--- src/rtl/cce_cache_pkg.sv ---
// shared widths, encodings and packet layouts for the command to cache bridge
// data width is fixed at 64 bits because the opcode and mask tables assume it
package cce_cache_pkg;

  localparam int data_width_c  = 64;
  localparam int data_bytes_c  = data_width_c / 8;
  localparam int paddr_width_c = 32;

  typedef logic [data_width_c-1:0]  data_t;
  typedef logic [data_bytes_c-1:0]  mask_t;
  typedef logic [paddr_width_c-1:0] paddr_t;

  typedef enum logic [2:0] {msg_rd, msg_uc_rd, msg_wr, msg_uc_wr, msg_amo} msg_type_e;

  // log2 of the byte count
  typedef enum logic [2:0] {size_1, size_2, size_4, size_8} msg_size_e;

  typedef enum logic [3:0] {
    subop_store, subop_swap, subop_add, subop_xor, subop_and, subop_or,
    subop_min, subop_max, subop_minu, subop_maxu, subop_lr, subop_sc
  } subop_e;

  typedef enum logic [5:0] {
    op_lb = 6'h00, op_lh = 6'h01, op_lw = 6'h02, op_ld = 6'h03,
    op_sb = 6'h08, op_sh = 6'h09, op_sw = 6'h0a, op_sd = 6'h0b,
    op_tagst = 6'h10, op_tagfl = 6'h11,
    op_amoswap_w = 6'h20, op_amoswap_d = 6'h21, op_amoadd_w = 6'h22, op_amoadd_d = 6'h23,
    op_amoxor_w = 6'h24, op_amoxor_d = 6'h25, op_amoand_w = 6'h26, op_amoand_d = 6'h27,
    op_amoor_w = 6'h28, op_amoor_d = 6'h29, op_amomin_w = 6'h2a, op_amomin_d = 6'h2b,
    op_amomax_w = 6'h2c, op_amomax_d = 6'h2d, op_amominu_w = 6'h2e, op_amominu_d = 6'h2f,
    op_amomaxu_w = 6'h30, op_amomaxu_d = 6'h31
  } cache_opcode_e;

  // command and response header
  typedef struct packed {
    msg_type_e msg_type;
    subop_e    subop;
    msg_size_e size;
    paddr_t    addr;
  } mem_header_s;

  typedef struct packed {
    cache_opcode_e opcode;
    paddr_t        addr;
    data_t         data;
    mask_t         mask;
  } cache_pkt_s;

  // below dram_base_c is configuration space
  localparam paddr_t dram_base_c    = 32'h8000_0000;
  localparam paddr_t tagfl_addr_c   = 32'h0020_0000;
  localparam int     block_offset_c = 6;

endpackage
--- src/rtl/cce_to_cache.sv ---
// bridge from a single-beat memory command channel to one blocking cache bank
// commands carry at most 8 bytes; responses return in command order
`timescale 1ns/100ps

module cce_to_cache #(
  parameter int sets_p        = 16,
  parameter int assoc_p       = 2,
  parameter int outstanding_p = 2
) (
  input  logic                      clk_i,
  input  logic                      reset_i,
  input  cce_cache_pkg::mem_header_s cmd_header_i,
  input  cce_cache_pkg::data_t      cmd_data_i,
  input  logic                      cmd_v_i,
  output logic                      cmd_ready_o,
  output cce_cache_pkg::cache_pkt_s cache_pkt_o,
  output logic                      cache_pkt_v_o,
  input  logic                      cache_pkt_ready_i,
  input  cce_cache_pkg::data_t      cache_data_i,
  input  logic                      cache_data_v_i,
  output logic                      cache_data_yumi_o,
  output cce_cache_pkg::mem_header_s resp_header_o,
  output cce_cache_pkg::data_t      resp_data_o,
  output logic                      resp_v_o,
  input  logic                      resp_ready_i
);

  cce_cache_pkg::cache_pkt_s cmd_pkt;
  cce_cache_pkg::data_t      store_data;
  cce_cache_pkg::mask_t      store_mask;
  logic                      fifo_full;
  logic                      fifo_empty;
  logic                      fifo_push;
  logic                      fifo_pop;

  store_data_align align_i (
    .size_i (cmd_header_i.size),
    .addr_i (cmd_header_i.addr),
    .data_i (cmd_data_i),
    .data_o (store_data),
    .mask_o (store_mask)
  );

  cmd_opcode_decode #(
    .sets_p  (sets_p),
    .assoc_p (assoc_p)
  ) decode_i (
    .cmd_header_i (cmd_header_i),
    .cmd_data_i   (cmd_data_i),
    .store_data_i (store_data),
    .store_mask_i (store_mask),
    .cmd_pkt_o    (cmd_pkt)
  );

  cache_bridge_ctrl #(
    .sets_p  (sets_p),
    .assoc_p (assoc_p)
  ) ctrl_i (
    .clk_i             (clk_i),
    .reset_i           (reset_i),
    .cmd_v_i           (cmd_v_i),
    .cmd_pkt_i         (cmd_pkt),
    .cache_pkt_ready_i (cache_pkt_ready_i),
    .cache_data_v_i    (cache_data_v_i),
    .fifo_full_i       (fifo_full),
    .fifo_empty_i      (fifo_empty),
    .resp_ready_i      (resp_ready_i),
    .cmd_ready_o       (cmd_ready_o),
    .cache_pkt_o       (cache_pkt_o),
    .cache_pkt_v_o     (cache_pkt_v_o),
    .cache_data_yumi_o (cache_data_yumi_o),
    .fifo_push_o       (fifo_push),
    .fifo_pop_o        (fifo_pop),
    .resp_v_o          (resp_v_o)
  );

  // header at the FIFO head belongs to the word the cache returns next
  resp_header_fifo #(
    .outstanding_p (outstanding_p)
  ) fifo_i (
    .clk_i    (clk_i),
    .reset_i  (reset_i),
    .push_i   (fifo_push),
    .header_i (cmd_header_i),
    .pop_i    (fifo_pop),
    .header_o (resp_header_o),
    .full_o   (fifo_full),
    .empty_o  (fifo_empty)
  );

  load_data_pack pack_i (
    .size_i (resp_header_o.size),
    .data_i (cache_data_i),
    .data_o (resp_data_o)
  );

endmodule

--- src/rtl/load_data_pack.sv ---
// replicates the low bytes of returned cache data by response size
// the cache returns B/H/W/D data at the low end of the word
`timescale 1ns/100ps

module load_data_pack (
  input  cce_cache_pkg::msg_size_e size_i,
  input  cce_cache_pkg::data_t     data_i,
  output cce_cache_pkg::data_t     data_o
);

  always_comb
  begin
    case (size_i)
      cce_cache_pkg::size_1:
        data_o = {cce_cache_pkg::data_bytes_c{data_i[7:0]}};
      cce_cache_pkg::size_2:
        data_o = {(cce_cache_pkg::data_bytes_c / 2){data_i[15:0]}};
      cce_cache_pkg::size_4:
        data_o = {(cce_cache_pkg::data_bytes_c / 4){data_i[31:0]}};
      // full word passes unchanged
      default:
        data_o = data_i;
    endcase
  end

endmodule

--- src/rtl/resp_header_fifo.sv ---
// in-order buffer of headers for commands still waiting on cache data
// push on full and pop on empty are not guarded here
`timescale 1ns/100ps

module resp_header_fifo #(
  parameter int outstanding_p = 2
) (
  input  logic                       clk_i,
  input  logic                       reset_i,
  input  logic                       push_i,
  input  cce_cache_pkg::mem_header_s header_i,
  input  logic                       pop_i,
  output cce_cache_pkg::mem_header_s header_o,
  output logic                       full_o,
  output logic                       empty_o
);

  localparam int ptr_width_lp = (outstanding_p > 1) ? $clog2(outstanding_p) : 1;
  localparam int cnt_width_lp = $clog2(outstanding_p + 1);

  cce_cache_pkg::mem_header_s mem_r [outstanding_p];
  logic [ptr_width_lp-1:0]    wr_ptr_r;
  logic [ptr_width_lp-1:0]    rd_ptr_r;
  logic [cnt_width_lp-1:0]    count_r;

  assign header_o = mem_r[rd_ptr_r];
  assign full_o   = (count_r == cnt_width_lp'(outstanding_p));
  assign empty_o  = (count_r == '0);

  always_ff @(posedge clk_i)
  begin
    if (push_i)
      mem_r[wr_ptr_r] <= header_i;
  end

  always_ff @(posedge clk_i)
  begin
    if (reset_i)
    begin
      wr_ptr_r <= '0;
      rd_ptr_r <= '0;
      count_r  <= '0;
    end
    else
    begin
      // pointers wrap at the entry count, which need not be a power of two
      if (push_i)
        wr_ptr_r <= (wr_ptr_r == ptr_width_lp'(outstanding_p - 1)) ? '0 : wr_ptr_r + 1'b1;
      if (pop_i)
        rd_ptr_r <= (rd_ptr_r == ptr_width_lp'(outstanding_p - 1)) ? '0 : rd_ptr_r + 1'b1;
      if (push_i && !pop_i)
        count_r <= count_r + 1'b1;
      else if (pop_i && !push_i)
        count_r <= count_r - 1'b1;
    end
  end

endmodule

--- src/rtl/cache_bridge_ctrl.sv ---
// clears every cache tag after reset, then gates command, cache and response handshakes
// the clear ends only when every TAGST packet has been sent and its data word returned
`timescale 1ns/100ps

module cache_bridge_ctrl #(
  parameter int sets_p  = 16,
  parameter int assoc_p = 2
) (
  input  logic                      clk_i,
  input  logic                      reset_i,
  input  logic                      cmd_v_i,
  input  cce_cache_pkg::cache_pkt_s cmd_pkt_i,
  input  logic                      cache_pkt_ready_i,
  input  logic                      cache_data_v_i,
  input  logic                      fifo_full_i,
  input  logic                      fifo_empty_i,
  input  logic                      resp_ready_i,
  output logic                      cmd_ready_o,
  output cce_cache_pkg::cache_pkt_s cache_pkt_o,
  output logic                      cache_pkt_v_o,
  output logic                      cache_data_yumi_o,
  output logic                      fifo_push_o,
  output logic                      fifo_pop_o,
  output logic                      resp_v_o
);

  localparam int lines_lp     = sets_p * assoc_p;
  localparam int lg_lines_lp  = (lines_lp > 1) ? $clog2(lines_lp) : 1;
  localparam int cnt_width_lp = $clog2(lines_lp + 1);

  typedef enum logic [1:0] {st_reset, st_clear_tag, st_ready} state_e;

  state_e                  state_r;
  state_e                  state_n;
  logic [cnt_width_lp-1:0] sent_r;
  logic [cnt_width_lp-1:0] sent_n;
  logic [cnt_width_lp-1:0] received_r;
  logic [cnt_width_lp-1:0] received_n;

  always_comb
  begin
    state_n           = state_r;
    sent_n            = sent_r;
    received_n        = received_r;
    cache_pkt_o       = cmd_pkt_i;
    cache_pkt_v_o     = 1'b0;
    cmd_ready_o       = 1'b0;
    cache_data_yumi_o = 1'b0;
    fifo_push_o       = 1'b0;
    fifo_pop_o        = 1'b0;
    resp_v_o          = 1'b0;
    case (state_r)
      st_reset:
        state_n = st_clear_tag;
      st_clear_tag:
      begin
        // one TAGST per line, index goes into the set and way bits
        cache_pkt_o.opcode = cce_cache_pkg::op_tagst;
        cache_pkt_o.addr   = cce_cache_pkg::paddr_t'(sent_r[lg_lines_lp-1:0])
                             << cce_cache_pkg::block_offset_c;
        cache_pkt_o.data   = '0;
        cache_pkt_o.mask   = '0;
        cache_pkt_v_o      = (sent_r != cnt_width_lp'(lines_lp));
        // acknowledgements are swallowed, no response goes out
        cache_data_yumi_o  = cache_data_v_i;
        if (cache_pkt_v_o && cache_pkt_ready_i)
          sent_n = sent_r + 1'b1;
        if (cache_data_yumi_o)
          received_n = received_r + 1'b1;
        if ((sent_r == cnt_width_lp'(lines_lp)) && (received_r == cnt_width_lp'(lines_lp)))
          state_n = st_ready;
      end
      st_ready:
      begin
        cache_pkt_v_o     = cmd_v_i && !fifo_full_i;
        cmd_ready_o       = !fifo_full_i && cache_pkt_ready_i;
        fifo_push_o       = cmd_v_i && cmd_ready_o;
        resp_v_o          = !fifo_empty_i && cache_data_v_i;
        cache_data_yumi_o = resp_v_o && resp_ready_i;
        fifo_pop_o        = cache_data_yumi_o;
      end
      default:
        state_n = st_reset;
    endcase
  end

  always_ff @(posedge clk_i)
  begin
    if (reset_i)
    begin
      state_r    <= st_reset;
      sent_r     <= '0;
      received_r <= '0;
    end
    else
    begin
      state_r    <= state_n;
      sent_r     <= sent_n;
      received_r <= received_n;
    end
  end

endmodule

--- src/rtl/cmd_opcode_decode.sv ---
// maps a command header to a cache packet; lr and sc are not supported and become LB
// a tag flush takes its set and way from the low bits of the command data
`timescale 1ns/100ps

module cmd_opcode_decode #(
  parameter int sets_p  = 16,
  parameter int assoc_p = 2
) (
  input  cce_cache_pkg::mem_header_s cmd_header_i,
  input  cce_cache_pkg::data_t       cmd_data_i,
  input  cce_cache_pkg::data_t       store_data_i,
  input  cce_cache_pkg::mask_t       store_mask_i,
  output cce_cache_pkg::cache_pkt_s  cmd_pkt_o
);

  localparam int lines_lp    = sets_p * assoc_p;
  localparam int lg_lines_lp = (lines_lp > 1) ? $clog2(lines_lp) : 1;

  logic is_word;
  logic is_tagfl;

  assign is_word  = (cmd_header_i.size == cce_cache_pkg::size_4);
  // the tag flush address lies in configuration space
  assign is_tagfl = (cmd_header_i.addr == cce_cache_pkg::tagfl_addr_c);

  always_comb
  begin
    cmd_pkt_o.opcode = cce_cache_pkg::op_lb;
    cmd_pkt_o.addr   = cmd_header_i.addr;
    cmd_pkt_o.data   = store_data_i;
    cmd_pkt_o.mask   = store_mask_i;
    case (cmd_header_i.msg_type)
      cce_cache_pkg::msg_rd, cce_cache_pkg::msg_uc_rd:
        case (cmd_header_i.size)
          cce_cache_pkg::size_2: cmd_pkt_o.opcode = cce_cache_pkg::op_lh;
          cce_cache_pkg::size_4: cmd_pkt_o.opcode = cce_cache_pkg::op_lw;
          cce_cache_pkg::size_8: cmd_pkt_o.opcode = cce_cache_pkg::op_ld;
          default:               cmd_pkt_o.opcode = cce_cache_pkg::op_lb;
        endcase
      cce_cache_pkg::msg_wr, cce_cache_pkg::msg_uc_wr, cce_cache_pkg::msg_amo:
        case (cmd_header_i.size)
          cce_cache_pkg::size_1: cmd_pkt_o.opcode = cce_cache_pkg::op_sb;
          cce_cache_pkg::size_2: cmd_pkt_o.opcode = cce_cache_pkg::op_sh;
          cce_cache_pkg::size_4, cce_cache_pkg::size_8:
            // word or double form picked by size
            case (cmd_header_i.subop)
              cce_cache_pkg::subop_store:
                cmd_pkt_o.opcode = is_word ? cce_cache_pkg::op_sw : cce_cache_pkg::op_sd;
              cce_cache_pkg::subop_swap:
                cmd_pkt_o.opcode = is_word ? cce_cache_pkg::op_amoswap_w
                                           : cce_cache_pkg::op_amoswap_d;
              cce_cache_pkg::subop_add:
                cmd_pkt_o.opcode = is_word ? cce_cache_pkg::op_amoadd_w
                                           : cce_cache_pkg::op_amoadd_d;
              cce_cache_pkg::subop_xor:
                cmd_pkt_o.opcode = is_word ? cce_cache_pkg::op_amoxor_w
                                           : cce_cache_pkg::op_amoxor_d;
              cce_cache_pkg::subop_and:
                cmd_pkt_o.opcode = is_word ? cce_cache_pkg::op_amoand_w
                                           : cce_cache_pkg::op_amoand_d;
              cce_cache_pkg::subop_or:
                cmd_pkt_o.opcode = is_word ? cce_cache_pkg::op_amoor_w
                                           : cce_cache_pkg::op_amoor_d;
              cce_cache_pkg::subop_min:
                cmd_pkt_o.opcode = is_word ? cce_cache_pkg::op_amomin_w
                                           : cce_cache_pkg::op_amomin_d;
              cce_cache_pkg::subop_max:
                cmd_pkt_o.opcode = is_word ? cce_cache_pkg::op_amomax_w
                                           : cce_cache_pkg::op_amomax_d;
              cce_cache_pkg::subop_minu:
                cmd_pkt_o.opcode = is_word ? cce_cache_pkg::op_amominu_w
                                           : cce_cache_pkg::op_amominu_d;
              cce_cache_pkg::subop_maxu:
                cmd_pkt_o.opcode = is_word ? cce_cache_pkg::op_amomaxu_w
                                           : cce_cache_pkg::op_amomaxu_d;
              default:
                cmd_pkt_o.opcode = cce_cache_pkg::op_lb;
            endcase
          default: cmd_pkt_o.opcode = cce_cache_pkg::op_lb;
        endcase
      default:
        cmd_pkt_o.opcode = cce_cache_pkg::op_lb;
    endcase
    if (is_tagfl)
    begin
      cmd_pkt_o.opcode = cce_cache_pkg::op_tagfl;
      cmd_pkt_o.addr   = cce_cache_pkg::paddr_t'(cmd_data_i[lg_lines_lp-1:0])
                         << cce_cache_pkg::block_offset_c;
      cmd_pkt_o.data   = '0;
      cmd_pkt_o.mask   = '0;
    end
  end

endmodule

--- src/rtl/store_data_align.sv ---
// replicates store data across the word and builds the byte mask
// sizes above 8 bytes are not supported and are treated as 8
`timescale 1ns/100ps

module store_data_align (
  input  cce_cache_pkg::msg_size_e size_i,
  input  cce_cache_pkg::paddr_t    addr_i,
  input  cce_cache_pkg::data_t     data_i,
  output cce_cache_pkg::data_t     data_o,
  output cce_cache_pkg::mask_t     mask_o
);

  always_comb
  begin
    case (size_i)
      cce_cache_pkg::size_1:
      begin
        data_o = {cce_cache_pkg::data_bytes_c{data_i[7:0]}};
        mask_o = cce_cache_pkg::mask_t'(8'h01) << addr_i[2:0];
      end
      cce_cache_pkg::size_2:
      begin
        data_o = {(cce_cache_pkg::data_bytes_c / 2){data_i[15:0]}};
        // halfword slice picked by addr bits 2:1
        mask_o = cce_cache_pkg::mask_t'(8'h03) << {addr_i[2:1], 1'b0};
      end
      cce_cache_pkg::size_4:
      begin
        data_o = {(cce_cache_pkg::data_bytes_c / 4){data_i[31:0]}};
        mask_o = cce_cache_pkg::mask_t'(8'h0f) << {addr_i[2], 2'b00};
      end
      default:
      begin
        data_o = data_i;
        mask_o = '1;
      end
    endcase
  end

endmodule

--- config.mk ---
export PLATFORM = sky130hd
export DESIGN_NAME = cce_to_cache
export DESIGN_NICKNAME = d
export VERILOG_FILES = /design/src/rtl/cce_cache_pkg.sv /design/src/rtl/cce_to_cache.sv /design/src/rtl/load_data_pack.sv /design/src/rtl/resp_header_fifo.sv /design/src/rtl/cache_bridge_ctrl.sv /design/src/rtl/cmd_opcode_decode.sv /design/src/rtl/store_data_align.sv
export SDC_FILE = /design/constraint.sdc
export NUM_CORES = 1
export LEC_CHECK = 0
export BUFFER_PORTS_ARGS = -buffer_cell sky130_fd_sc_hd__buf_4
export CAP_MARGIN = 25
export CORE_AREA = 2 2 155 157
export DETAILED_ROUTE_END_ITERATION = 10
export DIE_AREA = 0 0 157 159
export HOLD_SLACK_MARGIN = 0.08
export PLACE_DENSITY_LB_ADDON = 0.3
export SLEW_MARGIN = 40
export SYNTH_ARGS = -nofsm -noshare
export SYNTH_HDL_FRONTEND = slang
export SYNTH_SLANG_ARGS = --single-unit
--- constraint.sdc ---
create_clock -name clk_i -period 3.9 [get_ports clk_i]
set_input_delay 0.78 -clock clk_i [delete_from_list [all_inputs] [get_ports clk_i]]
set_output_delay 0.78 -clock clk_i [all_outputs]
set_load 0.01 [all_outputs]
Yosys cells after proc, flatten, opt, wreduce, memory -nomap -nowiden. Memory sizes are Yosys's and may differ from the RTL's. A register that Yosys moved wholly into a read port is not among the register bits. Index checks and enable logic that the tools add are counted.

Add/subtract/negate cells: 6. $mul: 0. Div/mod/pow operators: 0. Order comparisons: 0. Eq/ne operators: 26. Shift operators: 3. Multiplexer cells: 35. Bitwise gates (word level): 1. Reductions and logical operators: 26.

Operator list (number): case mux 64 bit (3 select lines) (2); two-way mux 110 bit (2); case mux 6 bit (10 select lines) (1); equality test 32 x 22 -> 1 bit, second input constant (1); case mux 8 bit (3 select lines) (1); two-way mux 1 bit (20); case mux 6 bit (3 select lines) (1); equality test 4 x 3 -> 1 bit, second input constant (4); equality test 3 x 2 -> 1 bit, second input constant (5); adder 6 x 1 -> 6 bit, second input constant (2); equality test 6 bit, second input constant (2); case mux 2 bit (3 select lines) (2); case mux 6 bit (2 select lines) (1); equality test 3 x 1 -> 1 bit, second input constant (3); logical AND 1 bit (9); logical NOT 3 bit (3); equality test 4 x 2 -> 1 bit, second input constant (2); equality test 4 bit, second input constant (2); << shifter 1 x 3 -> 8 bit, first input constant (1); << shifter 2 x 3 -> 8 bit, first input constant (1); << shifter 4 x 3 -> 8 bit, first input constant (1); two-way mux 2 bit (3); inequality test 6 bit, second input constant (1); AND reduction 2 bit (3); other kinds (16) (24).

Bits in registers: 18. Bits in latches: 0. Bits in writable memories: 84. Memory bits (read-only): 0. Bits of input ports: 176. Output and inout bits: 220. Logic and storage cells: 104. Memories: 1.

Memory list: fifo_i.mem_r (depth 2, bits a word 42, read ports 1, clocked after memory_dff 1, wr ports 1, RTL line resp_header_fifo.sv:21) `cce_cache_pkg::mem_header_s mem_r [outstanding_p];`.

Longest topological paths before layout.
Depth in word-level cells: 9. Depth in mapped cells: 8. Gate-level depth less buffers: 8.

Hierarchy. A second synthesis with hierarchy kept.

Cells, all modules: 881. Area, all modules: 8124.0 sq um.

By module, submodules not included: resp_header_fifo (times used 1, cells each 153, area an instance 3230.6 sq um, seq. area each 2622.5 sq um); cache_bridge_ctrl (times used 1, cells each 209, area an instance 1571.5 sq um, seq. area each 280.3 sq um); store_data_align (times used 1, cells each 197, area an instance 1263.7 sq um, seq. area each 0.0 sq um); load_data_pack (times used 1, cells each 174, area an instance 1123.6 sq um, seq. area each 0.0 sq um); cmd_opcode_decode (times used 1, cells each 148, area an instance 934.6 sq um, seq. area each 0.0 sq um).

Worst setup path after synthesis. Ideal clock, no wire load.

Path kind: in2reg. Start: input cmd_v_i. End: memory fifo_i.mem_r[0][0] (netlist bit), enable pin. Setup time: 0.442 ns. Arrival time: 2.790 ns. Data required time: 3.458 ns. Setup slack: 0.669 ns. Cell stages on the path: 2. Buffers on the path: 0. Cells stage by stage: o2111ai_1 > nor2_1.

Cells in the longest elaborated chain, start to end: 4.

RTL lines: start: declaration (RTL line cce_to_cache.sv:14) `input logic cmd_v_i,`; logical AND 1 bit (RTL line cache_bridge_ctrl.sv:77) `fifo_push_o = cmd_v_i && cmd_ready_o;`; two-way mux 1 bit (RTL line cache_bridge_ctrl.sv:52) `case (state_r)`; two-way mux 1 bit (RTL line resp_header_fifo.sv:32) `if (push_i)`; two-way mux 1 bit (implied by the code) (RTL line resp_header_fifo.sv:33) `mem_r[wr_ptr_r] <= header_i;`; end: declaration (RTL line resp_header_fifo.sv:21).

Every way passes these cells.

==> flow_metrics.py <==
metrics = {
    "route": {
        "drtPass1Iterations": 5,
        "ant_nets": 0,
        "viasPerCell": 4.891,
        "vias": 7058,
        "drt_wl_total_mm": 26.78,
        "drc_errors": 0,
        "drtIter0Drc": 377,
        "wl_per_cell_um": 18.56,
    },
    "clocking": {
        "h-tree-depth": 3,
        "root_buffer": "clkbuf_16",
        "ctsHoldBuffers": 0,
        "clock_latency_ns": 0.34,
        "clkSinkCount": 103,
        "cts_tree": "done",
        "numCtsBuffers": 9,
        "clock_path_buffers": 2,
        "post_cts_buffers": 0,
        "cts.clk_slew.worst_paths_ns": 0.07,
        "cts_resized": 0,
    },
    "worst_setup_path": {
        "worst_setup_path_start_kind": "register",
        "slowest_stage": "a21oi_4",
        "crit_buf_inv": 2,
        "cp-end-kind": "output pin",
        "arrival_ns": 2.78,
        "crit_path_end": "resp_data_o[49]",
        "worstReg2RegEnd": "fifo_i.mem_r[0][30]",
        "required_ns": 3.12,
        "worstRegToRegCells": 5,
        "critPathMaxFanout": 24,
        "crit_type": "register to output pin",
        "cp_cell_sequence": "mux2i_4, inv_2, a21oi_4, nor2_1, a21oi_1, buf_4",
        "rrSetupSlack_ns": 1.81,
        "max_stage_delay_ns": 0.64,
        "crit_cells": 6,
        "crit_family": "compound AO/OA/AOI/OAI gates",
        "r2r-start": "ctrl_i.state_r[0]",
    },
    "timing": {
        "fin_crit_sh_pct": 91.27,
        "skew_ns": 0.007892,
        "worst_pin_slew_ns": 0.8151,
        "tns_ns": 0,
        "max_clock_freq_ghz": 0.2809,
        "setup_violations": 0,
        "slew_headroom_pct": 45.65,
        "grt_setup_unrepaired": "false",
        "post-route-min-period_ns": 3.560,
        "finalMaxSlewViolations": 0,
        "hold_viol": 0,
    },
    "global_route": {
        "track_usage_pct": 20.81,
        "grt_pass1_vias": 6859,
        "use_met3_pct": 4.246,
        "grt_busiest_layer": "met2",
        "gr-total-overflow": 0,
        "use_met2_pct": 35.47,
        "use_met1_pct": 26.30,
        "antenna_found_initial": 0,
        "grt_max_degree": 65,
        "grt_pass1_wl_mm": 39.94,
    },
    "yosys": {
        "synth.ff_latch_count": 103,
        "synth_edf_count": 84,
        "async_flop_share_pct": 0,
        "synth_top_area_share_pct": 36.97,
        "synthTopCellsByArea": "edfxtp_1 (37%), mux2_2 (7.9%), nor2_1 (6.6%), dfxtp_1 (5.6%), nand2_1 (5.0%)",
        "synth_seq_area_share_pct": 42.55,
        "ys_warn_count": 0,
        "synth-main-ff-cell": "edfxtp_1",
        "synth.cell_area_um2": 6823,
        "synth_top_area_cell": "edfxtp_1",
        "avgSynthCellArea_um2": 8.977,
        "synth_commonest_cells": "nor2_1 (120), nand2_1 (91), edfxtp_1 (84)",
        "syn_nets": 944,
        "synth_cell_types": 59,
        "syn_inst": 760,
        "yosysMostFrequentCell": "nor2_1",
    },
    "outcome": {
        "outcome": "finished clean",
    },
    "place": {
        "hpwl_mm": 20.36,
        "dp.cells": 1427,
        "io_buffers": 395,
        "place_congestion": 0.9049,
        "post_dp_cell_area_um2": 9998,
    },
    "power": {
        "power_frac_comb_pct": 36.3,
        "pwr-share-clk_pct": 27.3,
        "leakage_nw": 4.448,
        "intPower_w": 0.002296,
        "power_density_nw_per_um2": 320.9,
        "seq_power_share_pct": 36.3,
        "switching_share_pct": 30.53,
        "peakVddDrop_mv": 0.2500,
        "switchingPower_w": 0.001009,
    },
    "die": {
        "design.core.area_um2": 23190,
        "ioPinCount": 396,
        "dieArea_um2": 24960,
        "placementRows": 56,
        "initial_core_util_pct": 29.42,
        "fp.dieW_um": 157,
        "die_y_um": 159,
    },
    "cells_and_area": {
        "post-route-cell-area_um2": 10300,
        "diodes": 0,
        "final_nets": 1303,
        "fin_cells": 1443,
        "syn2layout_area_growth_pct": 50.93,
        "drive_gt1_share_pct": 43.33,
    },
    "run": {
        "cap_violations": 0,
    },
    "min_path": {
        "hold_path_depth": 2,
        "hold_class": "register to register",
    },
}
## worst min-delay path: stages (launching register included)
cell and delay (ns):
dfxtp_1 0.33, o21ai_0 0.08, a21oi_1 0.06
## power by group through the flow
stage / clock network (W) / registers [W] / logic [W]
after floorplan: 0 / 0.00122 / 0.000544
after global placement: 0 / 0.00122 / 0.00120
after detailed placement: 0 / 0.00123 / 0.00120
after CTS: 0.000940 / 0.00120 / 0.00121
after global routing: 0.000976 / 0.00120 / 0.00130
final: 0.000904 / 0.00120 / 0.00120
## cells in the final DEF, fill, tap and decap left out, types with 9 or more instances in the layout
master	count
mux2i_1	10
nor4_1	10
nand2b_1	14
o22ai_1	17
nor2b_1	10
nor3_1	51
clkbuf_16	9
a21oi_1	60
mux2_2	48
nor2_1	118
edfxtp_1	84
and2_1	36
buf_4	406
xor2_1	10
nand2_1	91
inv_1	14
dfxtp_1	18
## layout make-up
class                      count  area [um2]
inverter                      16       60.06
timing repair buffer         407        3068
multi-input combinational    582        3567
sequential                   103        2904
clock inverter                 5       66.31
tap                          319       399.1
fill                        2278       12890
clock buffer                  11       232.7
## metal layers
layer | vias to the layer above | share of wire [%] | routed length (um)
li1 | 3399 | - | -
met1 | 3296 | 42 | 11290
met2 | 314 | 49 | 13060
met3 | 49 | 6.2 | 1673
met4 | 0 | 2.8 | 757
met5 | - | 0 | 0
## kinds of logic after synthesis
| logic type | Yosys count | share of synthesized area (%) |
|---|---|---|
| AO/OA/AOI/OAI | 134 | 12.84 |
| XOR/XNOR | 14 | 1.907 |
| adder cells (fa/ha/maj) | 8 | 1.467 |
| buffers and inverters | 75 | 5.575 |
| flip-flops | 103 | 42.55 |
| multiplexers | 61 | 10.25 |
| AND/OR/NAND/NOR | 365 | 25.42 |
## per-stage QoR
stage	setup slack, ns	utilization, %	hold slack (ns)	power [W]
floorplan	0.6689	-	0.4686	0.001768
global placement	0.4538	43.11	0.4866	0.002420
detailed placement	0.3926	43.11	0.5026	0.002427
CTS	0.3482	44.40	0.5119	0.003348
global route	0.2556	44.40	0.5504	0.003473
finish	0.3404	44.40	0.5113	0.003305
## flip-flops by register name, summed over array words and instances, names as in the netlist, named ones only
| register | flops |
|---|---|
| fifo_i.count_r | 2 |
| ctrl_i.received_r | 6 |
| ctrl_i.state_r | 2 |
| fifo_i.rd_ptr_r | 1 |
| fifo_i.mem_r | 84 |
| fifo_i.wr_ptr_r | 1 |
| ctrl_i.sent_r | 6 |
## worst min-delay path by stage
stage / end / start
after floorplan: ctrl_i.state_r[0] / ctrl_i.state_r[0]
after global placement: ctrl_i.state_r[0] / ctrl_i.state_r[0]
after detailed placement: fifo_i.count_r[1] / fifo_i.count_r[1]
after CTS: fifo_i.count_r[1] / fifo_i.count_r[1]
after global routing: fifo_i.count_r[1] / fifo_i.count_r[1]
final: fifo_i.count_r[1] / fifo_i.count_r[1]
No activity file was read; power rests on OpenSTA's default activity.
